<file path="config.mk">
export PLATFORM = sky130hd
export DESIGN_NAME = ins_inject_top
export DESIGN_NICKNAME = d
export VERILOG_FILES = /design/src/qupls_pkg.sv /design/src/ins_queue.sv /design/src/irq_ctrl.sv /design/src/ucode_seq.sv /design/src/ins_extract_mux.sv /design/src/ins_inject_top.sv
export SDC_FILE = /design/constraint.sdc
export NUM_CORES = 1
export LEC_CHECK = 0
export BUFFER_PORTS_ARGS = -buffer_cell sky130_fd_sc_hd__buf_4
export CORE_ASPECT_RATIO = 0.5
export CORE_UTILIZATION = 55
export CTS_CLUSTER_SIZE = 25
export DETAILED_ROUTE_END_ITERATION = 8
export GPL_TIMING_DRIVEN = 1
export PLACE_DENSITY = 0.86
export SETUP_SLACK_MARGIN = 0.4
export SLEW_MARGIN = 20
export SYNTH_ARGS = -nofsm -noshare
export SYNTH_HDL_FRONTEND = slang
export SYNTH_SLANG_ARGS = --single-unit
</file>
<file path="constraint.sdc">
create_clock -name clk -period 4.75 [get_ports clk]
set_input_delay 0.95 -clock clk [delete_from_list [all_inputs] [get_ports clk]]
set_output_delay 0.95 -clock clk [all_outputs]
set_load 0.05 [all_outputs]
</file>
<file path="src/qupls_pkg.sv">
// Shared encodings; opcodes sit in bits 6..0, the register file has 32 entries, APB offsets are byte addresses
package qupls_pkg;

	// ==============================
	// Basic types
	// ==============================

	// One fetched or synthesized instruction word
	typedef logic [31:0] ins_t;

	// Architectural register number
	typedef logic [4:0] aregno_t;

	// Primary opcode field
	typedef logic [6:0] opcode_t;

	// ==============================
	// Opcodes and function codes
	// ==============================

	localparam opcode_t OP_NOP   = 7'h00;
	localparam opcode_t OP_SYS   = 7'h07;
	localparam opcode_t OP_PUSHM = 7'h5c;
	localparam opcode_t OP_STORE = 7'h60;

	// Function code of the interrupt system instruction, in bits 31..27
	localparam logic [4:0] FN_IRQ = 5'd19;

	// An all-zero word decodes as a NOP
	localparam ins_t NOP_INS = {25'd0, OP_NOP};

	// ==============================
	// Field positions
	// ==============================

	localparam int OPC_LSB = 0;
	localparam int FN_LSB  = 27;

	// Interrupt system instruction
	localparam int IRQ_LEVEL_LSB = 7;
	localparam int IRQ_VECT_LSB  = 10;

	// PUSHM macro: register mask and base register
	localparam int PUSHM_MASK_LSB = 16;
	localparam int PUSHM_MASK_W   = 16;
	localparam int PUSHM_BASE_LSB = 7;

	// Store micro-op: word offset, source and base registers
	localparam int ST_OFS_LSB  = 20;
	localparam int ST_OFS_W    = 12;
	localparam int ST_SRC_LSB  = 12;
	localparam int ST_BASE_LSB = 7;

	// ==============================
	// APB register offsets
	// ==============================

	localparam logic [11:0] REG_PENDING = 12'h000;
	localparam logic [11:0] REG_ENABLE  = 12'h004;
	localparam logic [11:0] REG_VBASE   = 12'h008;
	localparam logic [11:0] REG_LAST    = 12'h00c;

endpackage

</file>
<file path="src/ins_queue.sv">
// QUEUE_DEPTH must be a power of two and at least 2; a push while full is dropped, pop needs head_valid
`timescale 1ns/10ps

module ins_queue import qupls_pkg::*; #(
	parameter int QUEUE_DEPTH = 4
) (
	input  logic clk,
	input  logic rst,
	input  logic push,
	input  ins_t push_ins,
	output logic full,
	input  logic pop,
	output logic head_valid,
	output ins_t head_ins
);

	localparam int PTR_W = $clog2(QUEUE_DEPTH);

	// Circular buffer storage
	ins_t mem [QUEUE_DEPTH];

	logic [PTR_W-1:0] rd_ptr;
	logic [PTR_W-1:0] wr_ptr;
	logic [PTR_W:0]   count;
	logic             do_push;
	logic             do_pop;

	// The fetch side sees full as back-pressure through in_ready
	assign full       = (count == (PTR_W + 1)'(QUEUE_DEPTH));
	assign head_valid = (count != '0);

	// Head is read straight out of the array so a plain instruction
	// can be taken by the mux in the same cycle it is popped
	assign head_ins = mem[rd_ptr];

	// Only accepted transfers move the pointers
	assign do_push = push && !full;
	assign do_pop  = pop && head_valid;

	// ==============================
	// Storage write
	// ==============================

	always_ff @(posedge clk) begin
		if (do_push) begin
			mem[wr_ptr] <= push_ins;
		end
	end

	// ==============================
	// Pointers and occupancy
	// ==============================

	// Pointers wrap naturally because the depth is a power of two
	always_ff @(posedge clk) begin
		if (rst) begin
			rd_ptr <= '0;
			wr_ptr <= '0;
			count  <= '0;
		end else begin
			if (do_push) begin
				wr_ptr <= wr_ptr + 1'b1;
			end
			if (do_pop) begin
				rd_ptr <= rd_ptr + 1'b1;
			end
			// Simultaneous push and pop leaves the count unchanged
			case ({do_push, do_pop})
				2'b10:   count <= count + 1'b1;
				2'b01:   count <= count - 1'b1;
				default: count <= count;
			endcase
		end
	end

endmodule

</file>
<file path="src/irq_ctrl.sv">
// IRQ_LINES at most 8; a pending clear wins over a line still held high, which sets it again one edge later
`timescale 1ns/10ps

module irq_ctrl import qupls_pkg::*; #(
	parameter int IRQ_LINES = 8
) (
	input  logic                 clk,
	input  logic                 rst,
	input  logic [IRQ_LINES-1:0] irq_lines,
	input  logic                 psel,
	input  logic                 penable,
	input  logic                 pwrite,
	input  logic [11:0]          paddr,
	input  logic [31:0]          pwdata,
	output logic [31:0]          prdata,
	output logic                 pready,
	input  logic                 mc_busy,
	input  logic                 irq_ack,
	output logic                 hirq,
	output logic [2:0]           irq_level,
	output logic [8:0]           irq_vect
);

	logic [IRQ_LINES-1:0] pending;
	logic [IRQ_LINES-1:0] enable;
	logic [IRQ_LINES-1:0] active;
	logic [IRQ_LINES-1:0] ack_clr;
	logic [IRQ_LINES-1:0] wr_clr;
	logic [8:0]           vbase;
	logic [2:0]           last_level;
	logic [8:0]           last_vect;
	logic                 apb_wr;

	// No wait states, every access completes in its access phase
	assign pready = 1'b1;

	// Writes land on the edge that ends the access phase
	assign apb_wr = psel && penable && pwrite;

	// ==============================
	// Priority selection
	// ==============================

	assign active = pending & enable;

	// Highest-numbered enabled pending line wins
	always_comb begin
		irq_level = 3'd0;
		for (int i = 0; i < IRQ_LINES; i++) begin
			if (active[i]) begin
				irq_level = 3'(i);
			end
		end
	end

	// Held off while a macro is expanding so the store sequence stays intact
	assign hirq = (|active) && !mc_busy;

	// Vector is the programmed base plus the level, kept to 9 bits
	assign irq_vect = vbase + {6'd0, irq_level};

	// ==============================
	// Pending clear sources
	// ==============================

	// Taking the interrupt retires only the level that was delivered
	always_comb begin
		for (int i = 0; i < IRQ_LINES; i++) begin
			ack_clr[i] = irq_ack && (irq_level == 3'(i));
		end
	end

	// Software clears by writing ones to the pending register
	assign wr_clr = (apb_wr && paddr == REG_PENDING) ? pwdata[IRQ_LINES-1:0] : '0;

	// ==============================
	// Register file
	// ==============================

	always_ff @(posedge clk) begin
		if (rst) begin
			pending    <= '0;
			enable     <= '0;
			vbase      <= '0;
			last_level <= '0;
			last_vect  <= '0;
		end else begin
			// Lines are sampled every cycle and accumulate even under back-pressure
			pending <= (pending | irq_lines) & ~wr_clr & ~ack_clr;
			if (apb_wr) begin
				case (paddr)
					REG_ENABLE: enable <= pwdata[IRQ_LINES-1:0];
					REG_VBASE:  vbase  <= pwdata[8:0];
					default:    ;
				endcase
			end
			// Record what was delivered for software to inspect
			if (irq_ack) begin
				last_level <= irq_level;
				last_vect  <= irq_vect;
			end
		end
	end

	// ==============================
	// Read data
	// ==============================

	// REG_LAST packs the level in bits 2..0 and the vector in bits 11..3
	always_comb begin
		prdata = '0;
		case (paddr)
			REG_PENDING: prdata[IRQ_LINES-1:0] = pending;
			REG_ENABLE:  prdata[IRQ_LINES-1:0] = enable;
			REG_VBASE:   prdata[8:0] = vbase;
			REG_LAST:    prdata[11:0] = {last_vect, last_level};
			default:     prdata = '0;
		endcase
	end

endmodule

</file>
<file path="src/ucode_seq.sv">
// Only PUSHM is micro-coded; registers 0..15 are covered by the mask and one store issues per enabled cycle
`timescale 1ns/10ps

module ucode_seq import qupls_pkg::*; (
	input  logic clk,
	input  logic rst,
	input  logic en,
	input  logic head_valid,
	input  ins_t head_ins,
	input  logic irq_taken,
	output logic pop,
	output logic head_is_macro,
	output logic mipv,
	output ins_t mc_ins,
	output logic mc_busy
);

	logic                    active;
	logic [PUSHM_MASK_W-1:0] mask;
	logic [PUSHM_MASK_W-1:0] mask_next;
	aregno_t                 base;
	aregno_t                 src;
	logic [ST_OFS_W-1:0]     ofs;
	logic                    start;

	// ==============================
	// Head decode and pop
	// ==============================

	assign head_is_macro = (head_ins[OPC_LSB +: $bits(opcode_t)] == OP_PUSHM);

	// Nothing leaves the queue while a macro expands or an interrupt is taken
	// Plain heads go straight to the mux on the same edge they are popped
	assign pop = en && head_valid && !irq_taken && !active;

	// A macro head is latched here instead of being passed through
	assign start = pop && head_is_macro;

	assign mc_busy = active;
	assign mipv    = active;

	// ==============================
	// Mask walk
	// ==============================

	// Lowest remaining set bit gives the next source register
	always_comb begin
		src = '0;
		for (int i = PUSHM_MASK_W - 1; i >= 0; i--) begin
			if (mask[i]) begin
				src = 5'(i);
			end
		end
	end

	// Drop the lowest set bit
	assign mask_next = mask & (mask - 1'b1);

	// Store micro-op; an empty mask yields a NOP so the macro still shows up once
	always_comb begin
		mc_ins = NOP_INS;
		if (mask != '0) begin
			mc_ins = '0;
			mc_ins[OPC_LSB +: $bits(opcode_t)] = OP_STORE;
			mc_ins[ST_BASE_LSB +: $bits(aregno_t)] = base;
			mc_ins[ST_SRC_LSB +: $bits(aregno_t)] = src;
			mc_ins[ST_OFS_LSB +: ST_OFS_W] = ofs;
		end
	end

	// ==============================
	// Sequencer state
	// ==============================

	always_ff @(posedge clk) begin
		if (rst) begin
			active <= 1'b0;
			mask   <= '0;
		end else if (en) begin
			if (start) begin
				active <= 1'b1;
				mask   <= head_ins[PUSHM_MASK_LSB +: PUSHM_MASK_W];
			end else if (active) begin
				mask <= mask_next;
				// Finishes on the cycle that issues the last store,
				// or straight away for an empty mask
				if (mask_next == '0) begin
					active <= 1'b0;
				end
			end
		end
	end

	// Base register and running word offset
	always_ff @(posedge clk) begin
		if (en) begin
			if (start) begin
				base <= head_ins[PUSHM_BASE_LSB +: $bits(aregno_t)];
				ofs  <= '0;
			end else if (active) begin
				ofs <= ofs + 1'b1;
			end
		end
	end

endmodule

</file>
<file path="src/ins_extract_mux.sv">
// Output holds whenever en is low; a PUSHM head is never passed through and costs one invalid cycle
`timescale 1ns/10ps

module ins_extract_mux import qupls_pkg::*; (
	input  logic       clk,
	input  logic       rst,
	input  logic       en,
	input  logic       hirq,
	input  logic [2:0] irq_level,
	input  logic [8:0] irq_vect,
	input  logic       mipv,
	input  ins_t       mc_ins,
	input  logic       head_valid,
	input  ins_t       head_ins,
	input  logic       head_is_macro,
	output logic       irq_ack,
	output ins_t       ins,
	output logic       ins_valid
);

	ins_t irq_ins;

	// Interrupt system instruction built from the vector and level
	always_comb begin
		irq_ins = '0;
		irq_ins[OPC_LSB +: $bits(opcode_t)] = OP_SYS;
		irq_ins[IRQ_LEVEL_LSB +: 3] = irq_level;
		irq_ins[IRQ_VECT_LSB +: 9] = irq_vect;
		irq_ins[FN_LSB +: 5] = FN_IRQ;
	end

	// Taken exactly when the interrupt word is loaded
	assign irq_ack = en && hirq;

	// ==============================
	// Output register
	// ==============================

	// Interrupt first, then micro-op, then the queue head
	always_ff @(posedge clk) begin
		if (rst) begin
			ins       <= NOP_INS;
			ins_valid <= 1'b0;
		end else if (en) begin
			if (hirq) begin
				ins       <= irq_ins;
				ins_valid <= 1'b1;
			end else if (mipv) begin
				ins       <= mc_ins;
				ins_valid <= 1'b1;
			end else if (head_valid && !head_is_macro) begin
				ins       <= head_ins;
				ins_valid <= 1'b1;
			end else begin
				// Bubble
				ins       <= NOP_INS;
				ins_valid <= 1'b0;
			end
		end
	end

endmodule

</file>
<file path="src/ins_inject_top.sv">
// QUEUE_DEPTH a power of two of at least 2, IRQ_LINES at most 8; APB never inserts wait states
`timescale 1ns/10ps

module ins_inject_top import qupls_pkg::*; #(
	parameter int QUEUE_DEPTH = 4,
	parameter int IRQ_LINES   = 8
) (
	input  logic                 clk,
	input  logic                 rst,
	// Fetch side
	input  logic                 in_valid,
	input  ins_t                 in_ins,
	output logic                 in_ready,
	// Consumer side
	output logic                 out_valid,
	output ins_t                 out_ins,
	input  logic                 out_ready,
	// APB to the interrupt controller
	input  logic                 psel,
	input  logic                 penable,
	input  logic                 pwrite,
	input  logic [11:0]          paddr,
	input  logic [31:0]          pwdata,
	output logic [31:0]          prdata,
	output logic                 pready,
	// Level-sensitive interrupt requests
	input  logic [IRQ_LINES-1:0] irq_lines
);

	logic       en;
	logic       q_full;
	logic       q_valid;
	ins_t       q_ins;
	logic       q_pop;
	logic       head_is_macro;
	logic       mipv;
	ins_t       mc_ins;
	logic       mc_busy;
	logic       hirq;
	logic [2:0] irq_level;
	logic [8:0] irq_vect;
	logic       irq_ack;

	// The stage advances when the output slot is free or being consumed
	assign en       = out_ready || !out_valid;
	assign in_ready = !q_full;

	// ==============================
	// Blocks
	// ==============================

	ins_queue #(
		.QUEUE_DEPTH(QUEUE_DEPTH)
	) u_queue (
		.clk        (clk),
		.rst        (rst),
		.push       (in_valid),
		.push_ins   (in_ins),
		.full       (q_full),
		.pop        (q_pop),
		.head_valid (q_valid),
		.head_ins   (q_ins)
	);

	ucode_seq u_seq (
		.clk           (clk),
		.rst           (rst),
		.en            (en),
		.head_valid    (q_valid),
		.head_ins      (q_ins),
		.irq_taken     (irq_ack),
		.pop           (q_pop),
		.head_is_macro (head_is_macro),
		.mipv          (mipv),
		.mc_ins        (mc_ins),
		.mc_busy       (mc_busy)
	);

	irq_ctrl #(
		.IRQ_LINES(IRQ_LINES)
	) u_irq (
		.clk       (clk),
		.rst       (rst),
		.irq_lines (irq_lines),
		.psel      (psel),
		.penable   (penable),
		.pwrite    (pwrite),
		.paddr     (paddr),
		.pwdata    (pwdata),
		.prdata    (prdata),
		.pready    (pready),
		.mc_busy   (mc_busy),
		.irq_ack   (irq_ack),
		.hirq      (hirq),
		.irq_level (irq_level),
		.irq_vect  (irq_vect)
	);

	ins_extract_mux u_mux (
		.clk           (clk),
		.rst           (rst),
		.en            (en),
		.hirq          (hirq),
		.irq_level     (irq_level),
		.irq_vect      (irq_vect),
		.mipv          (mipv),
		.mc_ins        (mc_ins),
		.head_valid    (q_valid),
		.head_ins      (q_ins),
		.head_is_macro (head_is_macro),
		.irq_ack       (irq_ack),
		.ins           (out_ins),
		.ins_valid     (out_valid)
	);

endmodule

</file>
==> impl_metrics.env <==
export IMPL_clockBufferDepth=3
export IMPL_powerDensity_mw_per_mm2=505.1
export IMPL_maxCapViolCount=0
export IMPL_hp_start="u_irq.last_vect[7]"
export IMPL_cts_tree="yes"
export IMPL_tns_ns=0
export IMPL_startpoint_type="input port"
export IMPL_root_buffer="clkbuf_16"
export IMPL_num_io_pins=158
export IMPL_synth_cell_type_count=58
export IMPL_timing_final_ws_setup_ns=0.8767
export IMPL_grt_pass1_vias=7309
export IMPL_htreeDepth=1
export IMPL_worst_slew_pin_slew_ns=1.014
export IMPL_avgSynthCellArea_um2=12.29
export IMPL_dp_worst_setup_slack_ns=0.8749
export IMPL_p_clk_frac=0.301
export IMPL_period_share=0.8154
export IMPL_hold_path_class="flop to flop"
export IMPL_sequentialPowerShare=0.437
export IMPL_cp_slowest_cell="nor3_1"
export IMPL_multiInputGateArea_mm2=0.003565
export IMPL_required_ns=3.80
export IMPL_r2r_end="u_seq.mask[6]"
export IMPL_antenna_cells=0
export IMPL_place_gp_congestion=0.9438
export IMPL_period_needed_ns=3.873
export IMPL_drc=0
export IMPL_post_cts_buffers=0
export IMPL_hold_buffers=0
export IMPL_hpwl_mm=16.19
export IMPL_final_common_cell="edfxtp_1"
export IMPL_crit_fanout=8
export IMPL_fmax_mhz=258.2
export IMPL_drv_slew=0
export IMPL_cts_buffers=21
export IMPL_vias=7310
export IMPL_rr_worst_depth=9
export IMPL_antenna_found_initial=0
export IMPL_whs_ns=0.4599
export IMPL_slew_headroom=0.3180
export IMPL_async_flop_share=0
export IMPL_synth_edff_count=145
export IMPL_syn_area_mm2=0.01020
export IMPL_grt_max_degree=52
export IMPL_area_growth_pct=17.35
export IMPL_ant_nets=0
export IMPL_ctsResizeCount=0
export IMPL_switching_share=0.3211
export IMPL_cp_buffers_inverters=2
export IMPL_final_cell_mix="145 x edfxtp_1, 131 x buf_4, 95 x dfxtp_1, 84 x nand2_1, 80 x nor2_1"
export IMPL_crit_family="simple AND/OR/NAND/NOR gates"
export IMPL_yosysWarnings=0
export IMPL_p_int_mw=4.104
export IMPL_synthCells=830
export IMPL_drive_gt1_frac=0.2136
export IMPL_clkTransAtPathRegs_ns=0.07
export IMPL_start_util=0.5750
export IMPL_final_setup_skew_ns=0.01122
export IMPL_nFillCells=1232
export IMPL_synth_ff_type="edfxtp_1"
export IMPL_drt_initial_drc_count=782
export IMPL_min_path_cells=2
export IMPL_viasPerCell=6.148
export IMPL_comb_power_share=0.262
export IMPL_dieArea_mm2=0.01913
export IMPL_io_buffers=113
export IMPL_coreArea_mm2=0.01774
export IMPL_hold_end="u_irq.last_vect[7]"
export IMPL_critPathKind="input port to output pin"
export IMPL_crit_path_frequent_cell="buf_4"
export IMPL_slowest_delay_ns=0.75
export IMPL_clock_latency_ns=0.51
export IMPL_cts_sinks=241
export IMPL_rsz0062_at_grt="false"
export IMPL_reg2reg_slack_ns=1.38
export IMPL_cp_arrival_ns=2.92
export IMPL_setup_viol=0
export IMPL_synth_seq_cells=241
export IMPL_seqCellArea_mm2=0.006277
export IMPL_place_area_mm2=0.01122
export IMPL_cp_end_kind="output pin"
export IMPL_grt_pass1_wl_mm=39.12
export IMPL_post_drt_wl_per_cell_um=20.82
export IMPL_p_leak_nw=4.385
export IMPL_die_height_um=98.30
export IMPL_ir_drop_mv=0.2688
export IMPL_grt_use_total=0.2630
export IMPL_routed_wl_mm=24.75
export IMPL_cp_cell_sequence="buf_4, nor4_1, nand3_1, nor3_1, a22o_1, a221o_1, buf_4"
export IMPL_die_w_um=194.6
export IMPL_overflow=0
export IMPL_final_hold_violation_count=0
export IMPL_outcome="complete, no violations"
export IMPL_yosysSeqAreaShare=0.6153
export IMPL_fp_row_count=34
export IMPL_nNetsFinal=1042
export IMPL_finish_instance_area_mm2=0.01197
export IMPL_dr_pass1_iters=5
export IMPL_switching_power_mw=1.942
-- registers in the layout (all words and copies together) (netlist names), 3 cells and up, named ones only --
name and flops:
u_seq.base 5, u_queue.count 3, u_mux.ins 32, u_irq.enable 8, u_irq.vbase 9, u_irq.last_level 3, u_seq.ofs 12, u_irq.last_vect 9
u_seq.mask 16, u_irq.pending 8, u_queue.mem 128
-- through the flow --
step | util | total power [mW] | cells
6_report | 0.6747 | 6.046 | 1189
5_1_grt | 0.6747 | 6.251 | 1189
4_1_cts | 0.6747 | 6.048 | 1189
3_5_place_dp | 0.6325 | 4.236 | 1151
3_3_place_gp | 0.6325 | 4.175 | 1151
2_1_floorplan | - | 3.745 | 849
-- power by group through the flow --
stage	Combinational [mW]	Clock (mW)	Sequential (mW)
global route	1.67	1.91	2.66
global placement	1.50	0	2.67
finish	1.58	1.82	2.64
detailed placement	1.55	0	2.68
floorplan	0.803	0	2.94
CTS	1.58	1.83	2.64
-- synth_stat cells (all sizes together) (3+ instances only) --
master,count,share of area
mux4,32,0.071
nand3,25,0.012
mux2i,17,0.017
nand4,4,0.0025
and2,7,0.0043
nor2,80,0.029
clkbuf,31,0.011
nand2b,3,0.0018
xnor2,10,0.0086
buf,32,0.022
nor4,10,0.0074
a21oi,55,0.027
edfxtp,145,0.43
o31ai,3,0.0022
nor3,19,0.0093
dfxtp,96,0.19
ha,9,0.011
o21ai,13,0.0064
inv,27,0.0099
or4,3,0.0022
a222oi,9,0.0088
xor2,12,0.010
nand2,84,0.031
a221oi,9,0.0077
nor2b,5,0.0031
and3,9,0.0055
a22oi,22,0.016
a31oi,7,0.0043
a211oi,6,0.0044
o211ai,8,0.0059
a2111oi,4,0.0034
-- how the worst max path moves through the flow --
stage	from	endpoint	slack, ns	cells past startpoint
after floorplan	paddr[7]	prdata[1]	1.20	5
after global placement	paddr[1]	prdata[1]	0.93	7
after detailed placement	paddr[1]	prdata[1]	0.87	7
after CTS	paddr[1]	prdata[1]	0.87	7
after global routing	paddr[1]	prdata[7]	0.68	7
final	paddr[1]	prdata[1]	0.88	7
-- worst register-to-register path, stage by stage (launching register included) --
cell and delay (ns):
dfxtp_1 0.83, mux4_2 0.45, nand4bb_1 0.27, nor3_1 0.46
nand2_1 0.10, buf_4 0.23, inv_1 0.28, buf_4 0.37
nand2_1 0.14, a21oi_1 0.17
-- metal layers --
metal / wire length [um] / vias to the layer above / GRT usage
li1: - / 3290 / -
met1: 10270 / 3547 / 0.3576
met2: 11700 / 395 / 0.4315
met3: 2153 / 78 / 0.05734
met4: 631 / 0 / 0.07082
met5: 0 / - / 0
-- final cells by class --
cell class / instances / area share
sequential: 241 / 0.5245
multi-input combinational: 518 / 0.2978
timing repair buffer: 131 / 0.08217
clock buffer: 33 / 0.05812
tap: 234 / 0.02446
inverter: 27 / 0.008467
clock inverter: 5 / 0.004495
-- logic make-up after synthesis --
logic type      Yosys count  share of synthesized area
xor+xnor                 22                    0.01889
compound gates          154                     0.1014
flops                   241                     0.6153
simple gates            261                     0.1183
other cells               2                  0.0007363
fa+ha+maj                11                    0.01497
mux                      49                    0.08734
buf+inv                  90                    0.04306
Note: power is estimated with default switching activity, not from simulation.
